<file path="config.mk">
export PLATFORM = sky130hd
export DESIGN_NAME = ppu_top
export DESIGN_NICKNAME = d
export VERILOG_FILES = /design/src/hw/ppu_pkg.sv /design/src/hw/ppu_top.sv /design/src/hw/ppu_pixel_gen.sv /design/src/hw/ppu_raster_counter.sv /design/src/hw/ppu_frame_ctrl.sv /design/src/hw/ppu_apb_regs.sv
export VERILOG_INCLUDE_DIRS = /design/src /design/src/include
export SDC_FILE = /design/constraint.sdc
export NUM_CORES = 1
export LEC_CHECK = 0
export ABC_AREA = 1
export BUFFER_PORTS_ARGS = -buffer_cell sky130_fd_sc_hd__buf_4
export CAP_MARGIN = 0
export CORE_ASPECT_RATIO = 0.7
export CORE_MARGIN = 3
export CORE_UTILIZATION = 25
export CTS_CLUSTER_SIZE = 12
export DETAILED_ROUTE_END_ITERATION = 10
export HOLD_SLACK_MARGIN = 0.03
export PLACE_DENSITY_LB_ADDON = 0.25
export RECOVER_POWER = 25
export SLEW_MARGIN = 5
export SYNTH_ARGS = -nofsm -noshare
export SYNTH_HDL_FRONTEND = slang
export SYNTH_HIERARCHICAL = 1
export SYNTH_SLANG_ARGS = --single-unit
</file>
<file path="constraint.sdc">
create_clock -name clk -period 6.2 [get_ports clk]
set_input_delay 1.24 -clock clk [delete_from_list [all_inputs] [get_ports clk]]
set_output_delay 1.24 -clock clk [all_outputs]
set_load 0.03 [all_outputs]
</file>
<file path="src/include/ppu_cfg.svh">
/*
 * Build-time widths and APB register map of the pixel front end.
 * Include wherever coordinate, colour or address widths are needed.
 * The package carries the matching types.
 */

`ifndef PPU_CFG_SVH
`define PPU_CFG_SVH

// ~~~~~~~~~~~~~~~~~~~~~~~~~~~~~~~~~~~~~~~~~~~~~~~~~~~~~~~~~~~~
// Datapath widths
// ~~~~~~~~~~~~~~~~~~~~~~~~~~~~~~~~~~~~~~~~~~~~~~~~~~~~~~~~~~~~

// Raster coordinate, up to 4096 columns or rows
`define PPU_W_COORD 12
// One RGB565 pixel
`define PPU_W_COLOR 16
// APB byte address
`define PPU_W_ADDR 8

// ~~~~~~~~~~~~~~~~~~~~~~~~~~~~~~~~~~~~~~~~~~~~~~~~~~~~~~~~~~~~
// Register byte offsets
// ~~~~~~~~~~~~~~~~~~~~~~~~~~~~~~~~~~~~~~~~~~~~~~~~~~~~~~~~~~~~

`define PPU_REG_CTRL 8'h00
`define PPU_REG_SIZE 8'h04
`define PPU_REG_COLOR 8'h08
`define PPU_REG_STATUS 8'h0C
// Completed-frame count, read only
`define PPU_REG_FCOUNT 8'h10

`endif
</file>
<file path="src/hw/ppu_pkg.sv">
/*
 * Shared types of the raster front end.
 * Pattern and controller state encodings, the configuration bundle
 * from the register block and the pixel beat on the output stream.
 * Referenced by scoped name from each module.
 */

`default_nettype none

`include "ppu_cfg.svh"

package ppu_pkg;

	// Pattern opcode, CTRL bits 3:2
	typedef enum logic [1:0] {
		SOLID   = 2'd0,
		CHECKER = 2'd1,
		GRAD_X  = 2'd2,
		GRAD_XY = 2'd3
	} ppu_mode_e;

	// Frame controller states
	typedef enum logic [1:0] {
		IDLE   = 2'd0,
		CLEAR  = 2'd1,
		ACTIVE = 2'd2,
		DONE   = 2'd3
	} ppu_state_e;

	// Programmed frame setup
	typedef struct packed {
		logic [`PPU_W_COORD-1:0] w_last;
		logic [`PPU_W_COORD-1:0] h_last;
		ppu_mode_e               mode;
		// Tile edge is 2^tile_shift pixels
		logic [2:0]              tile_shift;
		logic [`PPU_W_COLOR-1:0] fg;
		logic [`PPU_W_COLOR-1:0] bg;
		logic                    continuous;
	} ppu_cfg_t;

	// One beat of the pixel stream
	typedef struct packed {
		logic [`PPU_W_COORD-1:0] x;
		logic [`PPU_W_COORD-1:0] y;
		logic [`PPU_W_COLOR-1:0] color;
		logic                    sof;
		logic                    eol;
	} ppu_pixel_t;

endpackage

`default_nettype wire

</file>
<file path="src/hw/ppu_top.sv">
/*
 * Raster front end top level.
 * APB register block, frame sequencer, raster counter and pattern
 * generator wired together. The host programs and starts frames over
 * APB, and pixels leave on the valid/ready stream.
 */

`timescale 1ns/1ps
`default_nettype none

`include "ppu_cfg.svh"

module ppu_top (
	input  logic                   clk,
	input  logic                   rst_n,
	input  logic                   psel,
	input  logic                   penable,
	input  logic                   pwrite,
	input  logic [`PPU_W_ADDR-1:0] paddr,
	input  logic [31:0]            pwdata,
	output logic [31:0]            prdata,
	output logic                   irq,
	output ppu_pkg::ppu_pixel_t    pix,
	output logic                   pix_valid,
	input  logic                   pix_ready
);

	ppu_pkg::ppu_cfg_t       cfg;
	logic                    start;
	logic                    stop;
	logic                    busy;
	logic                    frame_done;
	logic                    clr;
	logic                    run;
	logic                    step;
	logic [`PPU_W_COORD-1:0] x;
	logic [`PPU_W_COORD-1:0] y;
	logic                    start_frame;

	ppu_apb_regs regs0 (
		.clk(clk), .rst_n(rst_n),
		.psel(psel), .penable(penable), .pwrite(pwrite),
		.paddr(paddr), .pwdata(pwdata), .prdata(prdata),
		.cfg(cfg), .start(start), .stop(stop),
		.busy(busy), .frame_done(frame_done), .irq(irq)
	);

	ppu_frame_ctrl ctrl0 (
		.clk(clk), .rst_n(rst_n), .cfg(cfg),
		.start(start), .stop(stop), .start_frame(start_frame),
		.clr(clr), .run(run), .busy(busy), .frame_done(frame_done)
	);

	// Steps only when the generator takes a coordinate
	ppu_raster_counter cnt0 (
		.clk(clk), .rst_n(rst_n), .step(step), .clr(clr),
		.w_last(cfg.w_last), .h_last(cfg.h_last), .x(x), .y(y),
		.start_row(), .start_frame(start_frame)
	);

	ppu_pixel_gen gen0 (
		.clk(clk), .rst_n(rst_n), .run(run), .cfg(cfg), .x(x), .y(y),
		.step(step), .pix(pix), .pix_valid(pix_valid), .pix_ready(pix_ready)
	);

endmodule

`default_nettype wire

</file>
<file path="src/hw/ppu_pixel_gen.sv">
/*
 * Pattern generator with a one-entry output register.
 * Turns the raster coordinate into an RGB565 colour by the selected
 * mode, tags sof and eol and presents the beat on a valid/ready
 * stream. The register takes a new coordinate only when it is empty
 * or draining, and that same condition steps the raster counter.
 */

`timescale 1ns/1ps
`default_nettype none

`include "ppu_cfg.svh"

module ppu_pixel_gen (
	input  logic                    clk,
	input  logic                    rst_n,
	input  logic                    run,
	input  ppu_pkg::ppu_cfg_t       cfg,
	input  logic [`PPU_W_COORD-1:0] x,
	input  logic [`PPU_W_COORD-1:0] y,
	output logic                    step,
	output ppu_pkg::ppu_pixel_t     pix,
	output logic                    pix_valid,
	input  logic                    pix_ready
);

	localparam int W_COL = `PPU_W_COLOR;

	// One carry bit above the coordinate
	logic [`PPU_W_COORD:0] xy_sum;
	logic                  tile_odd;
	logic [W_COL-1:0]      color_d;
	ppu_pkg::ppu_pixel_t   pix_d;
	logic                  load;

	// ~~~~~~~~~~~~~~~~~~~~~~~~~~~~~~~~~~~~~~~~~~~~~~~~~~~~~~~~~~~~
	// Colour
	// ~~~~~~~~~~~~~~~~~~~~~~~~~~~~~~~~~~~~~~~~~~~~~~~~~~~~~~~~~~~~

	assign xy_sum = x + y;
	// Checkerboard parity of the tile column and tile row
	assign tile_odd = x[cfg.tile_shift] ^ y[cfg.tile_shift];

	always_comb begin
		case (cfg.mode)
			ppu_pkg::SOLID:   color_d = cfg.fg;
			ppu_pkg::CHECKER: color_d = tile_odd ? cfg.fg : cfg.bg;
			// Gradients are the coordinate fitted to the colour width
			ppu_pkg::GRAD_X:  color_d = W_COL'(x);
			ppu_pkg::GRAD_XY: color_d = W_COL'(xy_sum);
			default:          color_d = cfg.fg;
		endcase
	end

	always_comb begin
		pix_d.x     = x;
		pix_d.y     = y;
		pix_d.color = color_d;
		pix_d.sof   = (x == '0) && (y == '0);
		pix_d.eol   = (x == cfg.w_last);
	end

	// ~~~~~~~~~~~~~~~~~~~~~~~~~~~~~~~~~~~~~~~~~~~~~~~~~~~~~~~~~~~~
	// Output register
	// ~~~~~~~~~~~~~~~~~~~~~~~~~~~~~~~~~~~~~~~~~~~~~~~~~~~~~~~~~~~~

	// Slot free now or freed by a beat at this edge
	assign load = !pix_valid || pix_ready;
	assign step = run && load;

	always_ff @(posedge clk or negedge rst_n) begin
		if (!rst_n) begin
			pix_valid <= 1'b0;
		end else if (load) begin
			pix_valid <= run;
		end
	end

	// Payload only moves with a step, so it holds under back-pressure
	always_ff @(posedge clk) begin
		if (step) begin
			pix <= pix_d;
		end
	end

endmodule

`default_nettype wire

</file>
<file path="src/hw/ppu_raster_counter.sv">
/*
 * Row-major x/y raster counter.
 * Advances one coordinate per step, wraps x at w_last and y at
 * h_last. Clear wins over step. Row and frame wrap come out as
 * registered pulses, low while idle or clearing.
 */

`timescale 1ns/1ps
`default_nettype none

`include "ppu_cfg.svh"

module ppu_raster_counter (
	input  logic                    clk,
	input  logic                    rst_n,
	input  logic                    step,
	input  logic                    clr,
	input  logic [`PPU_W_COORD-1:0] w_last,
	input  logic [`PPU_W_COORD-1:0] h_last,
	output logic [`PPU_W_COORD-1:0] x,
	output logic [`PPU_W_COORD-1:0] y,
	output logic                    start_row,
	output logic                    start_frame
);

	logic x_end;
	logic y_end;

	// Current position is the last column / last row
	assign x_end = (x == w_last);
	assign y_end = (y == h_last);

	// Coordinate registers
	always_ff @(posedge clk or negedge rst_n) begin
		if (!rst_n) begin
			x <= '0;
			y <= '0;
		end else if (clr) begin
			x <= '0;
			y <= '0;
		end else if (step) begin
			x <= x_end ? '0 : x + 1'b1;
			if (x_end) begin
				// Bottom-right corner wraps the whole frame
				y <= y_end ? '0 : y + 1'b1;
			end
		end
	end

	// Wrap pulses, aligned with the coordinate update
	always_ff @(posedge clk or negedge rst_n) begin
		if (!rst_n) begin
			start_row   <= 1'b0;
			start_frame <= 1'b0;
		end else begin
			start_row   <= step && !clr && x_end;
			start_frame <= step && !clr && x_end && y_end;
		end
	end

endmodule

`default_nettype wire

</file>
<file path="src/hw/ppu_frame_ctrl.sv">
/*
 * Frame sequencer of the raster front end.
 * Clears the raster counter before each frame, runs it until the
 * frame wrap comes back, then signals frame done for one cycle and
 * either stops or loops into the next frame in continuous mode.
 */

`timescale 1ns/1ps
`default_nettype none

module ppu_frame_ctrl (
	input  logic              clk,
	input  logic              rst_n,
	input  ppu_pkg::ppu_cfg_t cfg,
	input  logic              start,
	input  logic              stop,
	input  logic              start_frame,
	output logic              clr,
	output logic              run,
	output logic              busy,
	output logic              frame_done
);

	ppu_pkg::ppu_state_e state_q;
	ppu_pkg::ppu_state_e state_d;
	// Latched continuous mode
	logic                cont_q;
	// High only in the CLEAR cycle right after a start from IDLE
	logic                arm_q;

	// ~~~~~~~~~~~~~~~~~~~~~~~~~~~~~~~~~~~~~~~~~~~~~~~~~~~~~~~~~~~~
	// Next state
	// ~~~~~~~~~~~~~~~~~~~~~~~~~~~~~~~~~~~~~~~~~~~~~~~~~~~~~~~~~~~~

	always_comb begin
		state_d = state_q;
		case (state_q)
			// Start outside IDLE is ignored
			ppu_pkg::IDLE:   if (start) state_d = ppu_pkg::CLEAR;
			ppu_pkg::CLEAR:  state_d = ppu_pkg::ACTIVE;
			// Last coordinate went out one cycle ago
			ppu_pkg::ACTIVE: if (start_frame) state_d = ppu_pkg::DONE;
			// A stop arriving right now still ends the loop
			ppu_pkg::DONE:   state_d = (cont_q && !stop) ? ppu_pkg::CLEAR : ppu_pkg::IDLE;
			default:         state_d = ppu_pkg::IDLE;
		endcase
	end

	always_ff @(posedge clk or negedge rst_n) begin
		if (!rst_n) begin
			state_q <= ppu_pkg::IDLE;
			arm_q   <= 1'b0;
			cont_q  <= 1'b0;
		end else begin
			state_q <= state_d;
			arm_q   <= (state_q == ppu_pkg::IDLE) && start;
			// CTRL lands in cfg on the start edge, so sample one cycle later
			if (stop) begin
				cont_q <= 1'b0;
			end else if (arm_q) begin
				cont_q <= cfg.continuous;
			end
		end
	end

	// ~~~~~~~~~~~~~~~~~~~~~~~~~~~~~~~~~~~~~~~~~~~~~~~~~~~~~~~~~~~~
	// Outputs
	// ~~~~~~~~~~~~~~~~~~~~~~~~~~~~~~~~~~~~~~~~~~~~~~~~~~~~~~~~~~~~

	assign clr = (state_q == ppu_pkg::CLEAR);
	// Counter already wrapped to 0,0 in the start_frame cycle, hold it there
	assign run = (state_q == ppu_pkg::ACTIVE) && !start_frame;
	assign busy = (state_q != ppu_pkg::IDLE);
	assign frame_done = (state_q == ppu_pkg::DONE);

endmodule

`default_nettype wire

</file>
<file path="src/hw/ppu_apb_regs.sv">
/*
 * APB slave of the raster front end, zero wait states.
 * Holds frame size, colours and pattern setup, turns CTRL writes into
 * start and stop pulses, keeps the sticky frame-done interrupt and
 * the completed-frame counter. Unmapped offsets read as zero.
 */

`timescale 1ns/1ps
`default_nettype none

`include "ppu_cfg.svh"

module ppu_apb_regs (
	input  logic                   clk,
	input  logic                   rst_n,
	input  logic                   psel,
	input  logic                   penable,
	input  logic                   pwrite,
	input  logic [`PPU_W_ADDR-1:0] paddr,
	input  logic [31:0]            pwdata,
	output logic [31:0]            prdata,
	output ppu_pkg::ppu_cfg_t      cfg,
	output logic                   start,
	output logic                   stop,
	input  logic                   busy,
	input  logic                   frame_done,
	output logic                   irq
);

	// Zero padding above a coordinate in the 16-bit SIZE halves
	localparam int W_PAD = 16 - `PPU_W_COORD;

	logic        wr_en;
	logic        wr_ctrl;
	logic        wr_size;
	logic        wr_color;
	logic        wr_status;
	logic [15:0] fcount;

	// ~~~~~~~~~~~~~~~~~~~~~~~~~~~~~~~~~~~~~~~~~~~~~~~~~~~~~~~~~~~~
	// Write decode
	// ~~~~~~~~~~~~~~~~~~~~~~~~~~~~~~~~~~~~~~~~~~~~~~~~~~~~~~~~~~~~

	// Writes land on the ACCESS edge
	assign wr_en     = psel & penable & pwrite;
	assign wr_ctrl   = wr_en && (paddr == `PPU_REG_CTRL);
	assign wr_size   = wr_en && (paddr == `PPU_REG_SIZE);
	assign wr_color  = wr_en && (paddr == `PPU_REG_COLOR);
	assign wr_status = wr_en && (paddr == `PPU_REG_STATUS);

	// Command bits never stored, one-cycle pulses straight from the bus
	assign start = wr_ctrl & pwdata[0];
	assign stop  = wr_ctrl & pwdata[7];

	always_ff @(posedge clk or negedge rst_n) begin
		if (!rst_n) begin
			cfg <= '0;
		end else begin
			if (wr_ctrl) begin
				cfg.continuous <= pwdata[1];
				cfg.mode       <= ppu_pkg::ppu_mode_e'(pwdata[3:2]);
				cfg.tile_shift <= pwdata[6:4];
			end
			if (wr_size) begin
				cfg.w_last <= pwdata[0 +: `PPU_W_COORD];
				cfg.h_last <= pwdata[16 +: `PPU_W_COORD];
			end
			// fg low half, bg high half
			if (wr_color) begin
				cfg.fg <= pwdata[0 +: `PPU_W_COLOR];
				cfg.bg <= pwdata[16 +: `PPU_W_COLOR];
			end
		end
	end

	// Sticky done flag, a new frame end beats a clear in the same cycle
	always_ff @(posedge clk or negedge rst_n) begin
		if (!rst_n) begin
			irq <= 1'b0;
		end else if (frame_done) begin
			irq <= 1'b1;
		end else if (wr_status && pwdata[1]) begin
			irq <= 1'b0;
		end
	end

	// Frames completed since reset, wraps at 16 bits
	always_ff @(posedge clk or negedge rst_n) begin
		if (!rst_n) begin
			fcount <= 16'd0;
		end else if (frame_done) begin
			fcount <= fcount + 16'd1;
		end
	end

	// ~~~~~~~~~~~~~~~~~~~~~~~~~~~~~~~~~~~~~~~~~~~~~~~~~~~~~~~~~~~~
	// Read mux
	// ~~~~~~~~~~~~~~~~~~~~~~~~~~~~~~~~~~~~~~~~~~~~~~~~~~~~~~~~~~~~

	always_comb begin
		prdata = 32'd0;
		if (psel && !pwrite) begin
			case (paddr)
				// Start and stop read back as zero
				`PPU_REG_CTRL:   prdata = {25'd0, cfg.tile_shift, cfg.mode, cfg.continuous, 1'b0};
				`PPU_REG_SIZE:   prdata = {{W_PAD{1'b0}}, cfg.h_last, {W_PAD{1'b0}}, cfg.w_last};
				`PPU_REG_COLOR:  prdata = {cfg.bg, cfg.fg};
				`PPU_REG_STATUS: prdata = {30'd0, irq, busy};
				`PPU_REG_FCOUNT: prdata = {16'd0, fcount};
				default:         prdata = 32'd0;
			endcase
		end
	end

endmodule

`default_nettype wire

</file>
Word-level counts from Yosys, hierarchy flattened --
Cells that the tools add are included.
Word-level totals: register bits after elaboration 151, bits in latches 0, RAM bits 0, ROM bits 0, bits of input ports 46, memories kept 0
Cells by class: add/sub/neg operators 4, multiply operators 0, div/mod/pow operators 0, magnitude comparators 1, equality and inequality tests 14, shift-type cells 0, multiplexer cells 23, bitwise gates (word level) 5, reductions and logical operators 32
Operator list (number):
- $pmux W32 S5 | 1
- $mux W12 | 7
- $pmux W16 S4 | 1
- $mux W32 | 1
- $add A12 B1 Y12 const B | 2
- $eq A12 B12 Y1 | 2
- $logic_not A12 Y1 | 2
- $add A16 B1 Y16 const B | 1
- $eq A8 B4 Y1 const B | 2
- $mux W16 | 1
- $logic_and A1 B1 Y1 | 14
- $add A12 B12 Y13 | 1
- $reduce_bool A2 Y1 | 5
- $eq A2 B2 Y1 const B | 4
- $eq A8 B3 Y1 const B | 1
- $eq A8 B5 Y1 const B | 1
- $logic_not A8 Y1 | 1
- $pmux W2 S4 | 1
- $mux W1 | 7
- $bmux W1 S3 | 2
- $logic_not A1 Y1 | 5
- $lt A3 B5 Y1 const B | 1
- $and A1 B1 Y1 | 4
- $eq A2 B1 Y1 const B | 2
- other kinds (6) | 10

Logic depth before layout (Yosys ltp) --
Gate-level depths: netlist of the first run.
word-level depth 8, mapped depth 13, gate-level depth less buffers 13

Cells and area by module --
The synthesis of the first run kept the hierarchy.
By module, submodules not included:
- ppu_apb_regs | times used 1, cells each 510, area each 3961.3 sq um, seq. area each 1976.9 sq um
- ppu_pixel_gen | times used 1, cells each 404, area each 3139.3 sq um, seq. area each 1286.2 sq um
- ppu_raster_counter | times used 1, cells each 284, area each 1889.3 sq um, seq. area each 650.6 sq um
- ppu_frame_ctrl | times used 1, cells each 33, area each 272.8 sq um, seq. area each 100.1 sq um

Least setup slack after synthesis of the first run --
No wires, ideal clock.
path type input port to flip-flop, start point input pix_ready, end point register cnt0.x[10], data arrival time 4665 ps, data required time 6082 ps, slack 1417 ps, stages on the path 9, path buffers 0, cell sequence inv_1 > a21oi_1 > nor2_2 > inv_2 > nand4_2 > nor2_1 > nand2_1 > xor2_1 > nor2_1
Between the ends: longest elaborated chain between the ends 3
RTL lines:
- start, declared | line ppu_top.sv:25 | input logic pix_ready
- $logic_or A1 B1 Y1 | line ppu_pixel_gen.sv:68 | assign load = !pix_valid || pix_ready;
- $logic_and A1 B1 Y1 | line ppu_pixel_gen.sv:69 | assign step = run && load;
- net step | line ppu_top.sv:35 | logic step;
- $reduce_bool A2 Y1 (no line)
- end signal, assigned | line ppu_raster_counter.sv:42 | x <= x_end ? '0 : x + 1'b1;
- end, declared | line ppu_raster_counter.sv:20 | output logic [`PPU_W_COORD-1:0] x,
The timed path passes the listed nets, and every way through them passes these cells. A chain may end at the register's enable or synchronous reset.

Worst setup path in the final report of the first run --
start point input paddr[4], end point output prdata[3]
Between the ends: longest elaborated chain between the ends 3, elaborated cells between the ends (all ways) 7, classes of those cells eq/ne (4); mux (2); reduce/logical (1)
RTL lines:
- start, declared | line ppu_top.sv:19 | input logic [`PPU_W_ADDR-1:0] paddr,
- $eq A8 B5 Y1 (tied with other cells) | line ppu_apb_regs.sv:103 | case (paddr)
- $pmux W32 S5 (*) | line ppu_apb_regs.sv:103
- $mux W32 (*) | line ppu_apb_regs.sv:102 | if (psel && !pwrite) begin
- end, declared | line ppu_top.sv:21 | output logic [31:0] prdata,
Every way passes the cells marked *; elsewhere a longest branch is shown, timed or not.

==> impl_summary.txt, run 1 <==
----------------------------------------------------
[Pwr]
  Power Dens Cells ... 306.7 mW/mm2
  Final Total Pwr ... 3.412 mW
  Clock Power Share ... 30.6%
  Share of total power in sequential cells ... 37.6%
  Pleak ... 5.348 nW
  Peak supply drop ... 185.4 uV
  Fraction of power spent switching nets ... 37.42%
  Switching power total ... 1.277 mW
  Internal Power ... 2.135 mW
  Proportion of power drawn by combinational gates ... 31.7%

[STA]
  Max_slew headroom ... -125.9%
  Top achievable clock speed ... 225.3 MHz
  Max-slew violation count ... 58
  Final setup violating endpoints ... 0
  Setup repair after global routing missed its margin ... no
  Final Worst Setup Slack ... 1.761 ns
  Post-Route Skew ... 0.01364 ns
  Post-layout minimum cycle time ... 4.439 ns
  Setup TNS ... 0 ns
  Final hold violation count ... 0
  Worst hold margin ... 0.4367 ns
  Worst Tran Pin Value ... 3.389 ns
  Final Cycle Share ... 71.60%

[Setup path]
  Worst path bufs/invs ... 3
  Endpoint arrival time on the critical path ... 3.20 ns
  Worst stage delay on the critical path ... 0.92 ns
  Family of cells with the greatest summed delay on the critical path ... simple AND/OR/NAND/NOR gates
  Crit Reg-Reg Endpoint ... cnt0/x[10]
  Startpoint type of the worst setup path ... input pin
  Nature of the critical path endpoint ... primary output
  Largest fanout on the critical path ... 24
  Slack of the worst reg-to-reg path ... 3.32 ns
  Worst path slowest cell ... sky130_fd_sc_hd__and2_1
  Logic depth of the worst register-to-register path ... 14
  Required time worst endpoint ... 4.96 ns
  Crit-path cells ... buf_4, inv_1, nand2_2, nor2_8, and2_1, nand2_1, nand2_1, nor2_1, nor2_1, buf_4
  Worst Path Class, Setup ... input pin to primary output
  Startpoint of the most critical register-to-register path ... ctrl0/state_q[0]

[Placement]
  Routability congestion estimate ... 0.8834
  Placed inst area ... 0.01055 mm2
  Post-DP HPWL ... 23,110 um
  Post-place setup slack ... 1.719 ns
  Count of input and output buffers ... 121

[Floorplan]
  I/O pin count ... 122
  Placement Rows ... 58
  Initial standard-cell utilization of the core ... 25.55%
  Area of the core region ... 0.03614 mm2
  Chip width ... 235.7 um
  Die Span Y ... 166.8 um
  Total die area ... 0.03931 mm2

[Route]
  Via total after detailed routing ... 8,331
  Total iterations of the first detailed-routing run ... 5
  Iter 0 DRT Violations ... 728
  Average vias per placed instance ... 4.540
  Detail Route Antenna Nets ... 0
  Number of remaining DRC errors ... 0
  Total wire length ... 30,140 um
  Average wire per standard cell ... 16.43 um

[Cells and area]
  Final std cell area, no fill ... 0.01113 mm2
  Number of fill cells in the layout ... 3,953
  Total number of nets in the final design ... 1,410
  Ratio of cells with drive above 1 in the final layout ... 15.20%
  Synth-to-layout area growth ... 20.49%
  # diodes ... 0

[Status]
  Violations in the final reports ... max-capacitance violations, max-slew violations
  Result of the run ... finished, violations left

[Hold path]
  Hold WC Path Type ... register to register
  Count of cells along the worst hold path ... 1
  Hold path startpoint ... ctrl0/arm_q
  Endpoint with the worst hold slack ... ctrl0/cont_q

[Synthesis]
  Post-Syn Area ... 0.009234 mm2
  Instance count of the mapped netlist ... 1,229
  Count of warnings emitted by yosys ... 6
  Mean area per synthesized cell ... 7.513 um2
  Syn Nets ... 1,296

[GRT]
  Global router's overall resource usage ... 15.37%
  First-pass GRT wire length ... 46,510 um
  Maximum number of pins on one net before global-route repair ... 58
  Initial antenna violation count ... 2
  Total congestion overflow after global routing ... 0
  Via count of the first global-routing pass ... 7,715

[CTS]
  Number of H-tree levels ... 4
  Root buffer selected by CTS ... sky130_fd_sc_hd__clkbuf_16
  Skew-Pair Late Insertion Delay ... 0.44 ns
  Number of gates resized after cts ... 0
  Number of buffers inserted by hold repair at cts ... 0
  Num CTS Buffers ... 17
  # clock sinks ... 151
  Setup Buffers After CTS ... 0
  Clock input transition at the sequential cells of the worst setup and hold paths ... 0.06 ns
  TritonCTS clock tree ... done
  Maximum buffer depth of the clock tree ... 2

[Flow run]
  Maximum capacitance violations ... 1

----------------------------------------------------
-- worst max-delay path by stage --
stage                    end       from  cells past startpoint
2_1_floorplan     cnt0/x[10]  pix_ready                      9
3_3_place_gp       prdata[3]   paddr[4]                     10
3_5_place_dp       prdata[3]   paddr[4]                     10
4_1_cts            prdata[3]   paddr[4]                     10
5_1_grt        regs0/cfg[32]      rst_n                      2
6_report           prdata[3]   paddr[4]                     10
-- placed cells by master, fill, tap and decap left out, drive strengths merged, types with 19 or more instances in the layout --
master / instances
nand2: 406
inv: 185
buf: 125
nor2: 114
dfrtp: 109
nand3: 101
o21ai: 61
a21oi: 52
edfxtp: 42
clkbuf: 29
xnor2: 25
xor2: 20
ha: 20
nand4: 19
-- state kept, by name, indices dropped and copies added, names as in the netlist --
register,count
ctrl0/cont_q,1
regs0/fcount,16
cnt0/y,12
ctrl0/arm_q,1
ctrl0/state_q,2
cnt0/start_frame,1
cnt0/x,12
regs0/irq,1
gen0/pix_valid,1
regs0/cfg,62
gen0/pix,42
-- stage by stage --
stage               instances  utilization (%)
floorplan                1229                -
global placement         1804            29.19
detailed placement       1804            29.19
CTS                      1835            30.82
global route             1835            30.79
finish                   1835            30.79
-- routing by layer --
metal  part of all wire, %  vias up  global-route usage [%]  routed length, um
met4                   1.1        0                   3.171                333
met3                   6.9       19                   3.294               2067
met5                     0        -                       0                  0
met2                    38      261                   20.07              11510
li1                      -     4112                       -                  -
met1                    54     3939                   25.14              16230
-- area by class of cell --
| class | instances | area (um2) | area share [%] |
|---|---|---|---|
| Clock buffer | 26 | 530.5 | 4.768 |
| Timing Repair Buffer | 128 | 949.7 | 8.536 |
| Clock inverter | 5 | 60.06 | 0.5398 |
| Multi-Input combinational cell | 859 | 4288 | 38.54 |
| Inverter | 186 | 708.2 | 6.365 |
| Sequential cell | 151 | 3989 | 35.85 |
| Tap cell | 480 | 600.6 | 5.398 |
-- power groups by stage --
stage / registers (mW) / logic [mW] / clock network (mW)
CTS: 1.29 / 1.10 / 1.07
global placement: 1.31 / 1.08 / 0
detailed placement: 1.30 / 1.09 / 0
floorplan: 1.48 / 0.545 / 0
global route: 1.30 / 1.18 / 1.11
finish: 1.28 / 1.08 / 1.05
Note: power is estimated with default switching activity, not from simulation.
==> run 2: changes to the inputs <==
==> constraint.sdc (replaced) <==
create_clock -name clk -period 4.2 [get_ports clk]
set_input_delay 0.84 -clock clk [delete_from_list [all_inputs] [get_ports clk]]
set_output_delay 0.84 -clock clk [all_outputs]
set_load 0.03 [all_outputs]
==> run 2 against run 1 <==
  * The run still ends with max-capacitance violations, max-slew violations left
  * Die area did not move
  * Largest cell class unchanged
  * Critical path type unchanged
  * Via count rose by 0.24%
  * Sequential power rose by 48%
  * Largest power group unchanged
==> impl_summary.txt, run 2 (same netlist as run 1, synthesis figures left out) <==
----------------------------------------------------
[Floorplan]
  Total die area ... 0.03931 mm2
  Chip width ... 235.7 um
  Die Span Y ... 166.8 um
  Initial standard-cell utilization of the core ... 25.55%
  I/O pin count ... 122
  Area of the core region ... 0.03614 mm2
  Placement Rows ... 58

[Setup path]
  Worst path slowest cell ... sky130_fd_sc_hd__nand2_1
  Worst setup startpoint ... paddr[6]
  Required time worst endpoint ... 3.36 ns
  Family of cells with the greatest summed delay on the critical path ... simple AND/OR/NAND/NOR gates
  Endpoint arrival time on the critical path ... 2.64 ns
  Crit-path cells ... buf_4, inv_2, nand2_4, nor2_1, nand2_1, nand2_1, nand2_1, buf_4, a21oi_1, buf_4
  Worst path bufs/invs ... 4
  Largest fanout on the critical path ... 7
  Startpoint type of the worst setup path ... input pin
  Worst Path Class, Setup ... input pin to primary output
  Startpoint of the most critical register-to-register path ... ctrl0/state_q[0]
  Worst stage delay on the critical path ... 0.30 ns
  Slack of the worst reg-to-reg path ... 1.62 ns
  Nature of the critical path endpoint ... primary output

[CTS]
  Clock input transition at the sequential cells of the worst setup and hold paths ... 0.06 ns
  Root buffer selected by CTS ... sky130_fd_sc_hd__clkbuf_16
  # clock sinks ... 151
  Number of buffers inserted by hold repair at cts ... 0
  Number of gates resized after cts ... 0
  TritonCTS clock tree ... done
  Maximum buffer depth of the clock tree ... 2
  Number of H-tree levels ... 4
  Setup Buffers After CTS ... 0
  Skew-Pair Late Insertion Delay ... 0.44 ns
  Num CTS Buffers ... 17

[Cells and area]
  Final cell count without fillers ... 1,840
  Register with the most flip-flops ... regs0/cfg
  Ratio of cells with drive above 1 in the final layout ... 15.66%
  Synth-to-layout area growth ... 20.83%
  Largest registers in the final layout ... regs0/cfg x62, gen0/pix x42, regs0/fcount x16
  Post-route core utilization ... 30.87%
  Most used cells in the layout excluding fill and tap cells ... 380 x sky130_fd_sc_hd__nand2_1, 176 x sky130_fd_sc_hd__inv_1, 131 x sky130_fd_sc_hd__buf_4
  Number of flip-flops in the largest register ... 62
  Most common cell after layout, fill and taps aside ... sky130_fd_sc_hd__nand2_1
  Total number of nets in the final design ... 1,414
  # diodes ... 0

[Pwr]
  Power Dens Cells ... 450.1 mW/mm2
  Final Total Pwr ... 5.021 mW
  Pleak ... 5.382 nW
  Peak supply drop ... 276.3 uV

[Route]
  Number of remaining DRC errors ... 0
  Total iterations of the first detailed-routing run ... 6
  Iter 0 DRT Violations ... 715
  Via total after detailed routing ... 8,351
  Average vias per placed instance ... 4.539
  Total wire length ... 31,070 um
  Average wire per standard cell ... 16.88 um
  Detail Route Antenna Nets ... 0

[Placement]
  Post-DP HPWL ... 23,890 um
  Count of input and output buffers ... 121
  Routability congestion estimate ... 0.8570
  Number of cells in the design after placement ... 1,808

[STA]
  Max-slew violation count ... 83
  Post-Route Skew ... 0.008823 ns
  Worst hold margin ... 0.4330 ns
  Post-layout minimum cycle time ... 3.479 ns
  Setup TNS ... 0 ns
  Final Cycle Share ... 82.83%
  Max_slew headroom ... -45.47%
  Worst Tran Pin Value ... 2.182 ns
  Top achievable clock speed ... 287.4 MHz
  Setup repair after global routing missed its margin ... no
  Final setup violating endpoints ... 0
  Final hold violation count ... 0

[Flow run]
  Maximum capacitance violations ... 1

[Hold path]
  Hold path startpoint ... ctrl0/arm_q
  Hold WC Path Type ... register to register

[GRT]
  First-pass GRT wire length ... 47,680 um
  Global router's overall resource usage ... 15.85%
  Via count of the first global-routing pass ... 7,808
  Maximum number of pins on one net before global-route repair ... 83
  Total congestion overflow after global routing ... 0
  Initial antenna violation count ... 0

[Status]
  Result of the run ... finished, violations left
  Violations in the final reports ... max-capacitance violations, max-slew violations

----------------------------------------------------
[run 2: cell count changes in the layout (fill, tap and decap cells not counted), sizes merged]
cell / delta
buf: +6
clkbuf: -3
clkinv: +3
clkinvlp: -1
[run 2: worst paths after layout]
| path | endpoint | depth (start not counted) |
|---|---|---|
| setup / recovery | prdata[20] | 10 |
| hold / removal | ctrl0/cont_q | 1 |
| setup reg to reg | cnt0/x[7] | 10 |
| hold reg to reg | ctrl0/cont_q | 1 |
| max in group asynchronous | regs0/cfg[57] | 1 |
| min in group asynchronous | gen0/pix_valid | 1 |
[run 2: cell type report]
cell class | instances | area (um2)
well taps | 480 | 600.6
clock buffers | 25 | 518.0
inverters | 186 | 708.2
clock inverters | 7 | 65.06
fillers | 4005 | 24980
flip-flops and latches | 151 | 3989
repair buffers | 132 | 988.4
multi-input cells | 859 | 4288
[run 2: worst register-to-register path, stage by stage (launching register included)]
cell,delay [ns]
sky130_fd_sc_hd__dfrtp_1,0.43
sky130_fd_sc_hd__inv_1,0.13
sky130_fd_sc_hd__ha_1,0.15
sky130_fd_sc_hd__nand2_1,0.12
sky130_fd_sc_hd__inv_1,0.09
sky130_fd_sc_hd__inv_1,0.07
sky130_fd_sc_hd__a21oi_4,0.17
sky130_fd_sc_hd__buf_4,0.56
sky130_fd_sc_hd__nand3_4,0.37
sky130_fd_sc_hd__nand2_4,0.26
sky130_fd_sc_hd__nor2_1,0.10
[run 2: power breakdown]
part	switching (mW)	total (mW)	internal, mW
sequential	0.140	1.90	1.76
combinational	1.13	1.59	0.468
clock	0.613	1.53	0.915
[run 2: metal layers]
metal	vias up	part of all wire (%)	global-route usage [%]
li1	4109	-	-
met1	3980	54	25.39
met2	247	39	21.08
met3	15	6.7	4.023
met4	0	0.57	2.801
met5	-	0	0
[run 2: stage by stage]
stage | cell area, um2 | worst slack [ns]
2_1_floorplan | 9238 | 0.8540
3_3_place_gp | 10580 | 0.7962
3_5_place_dp | 10580 | 0.8077
4_1_cts | 11160 | 0.7968
5_1_grt | 11160 | 0.6694
6_report | 11160 | 0.7211
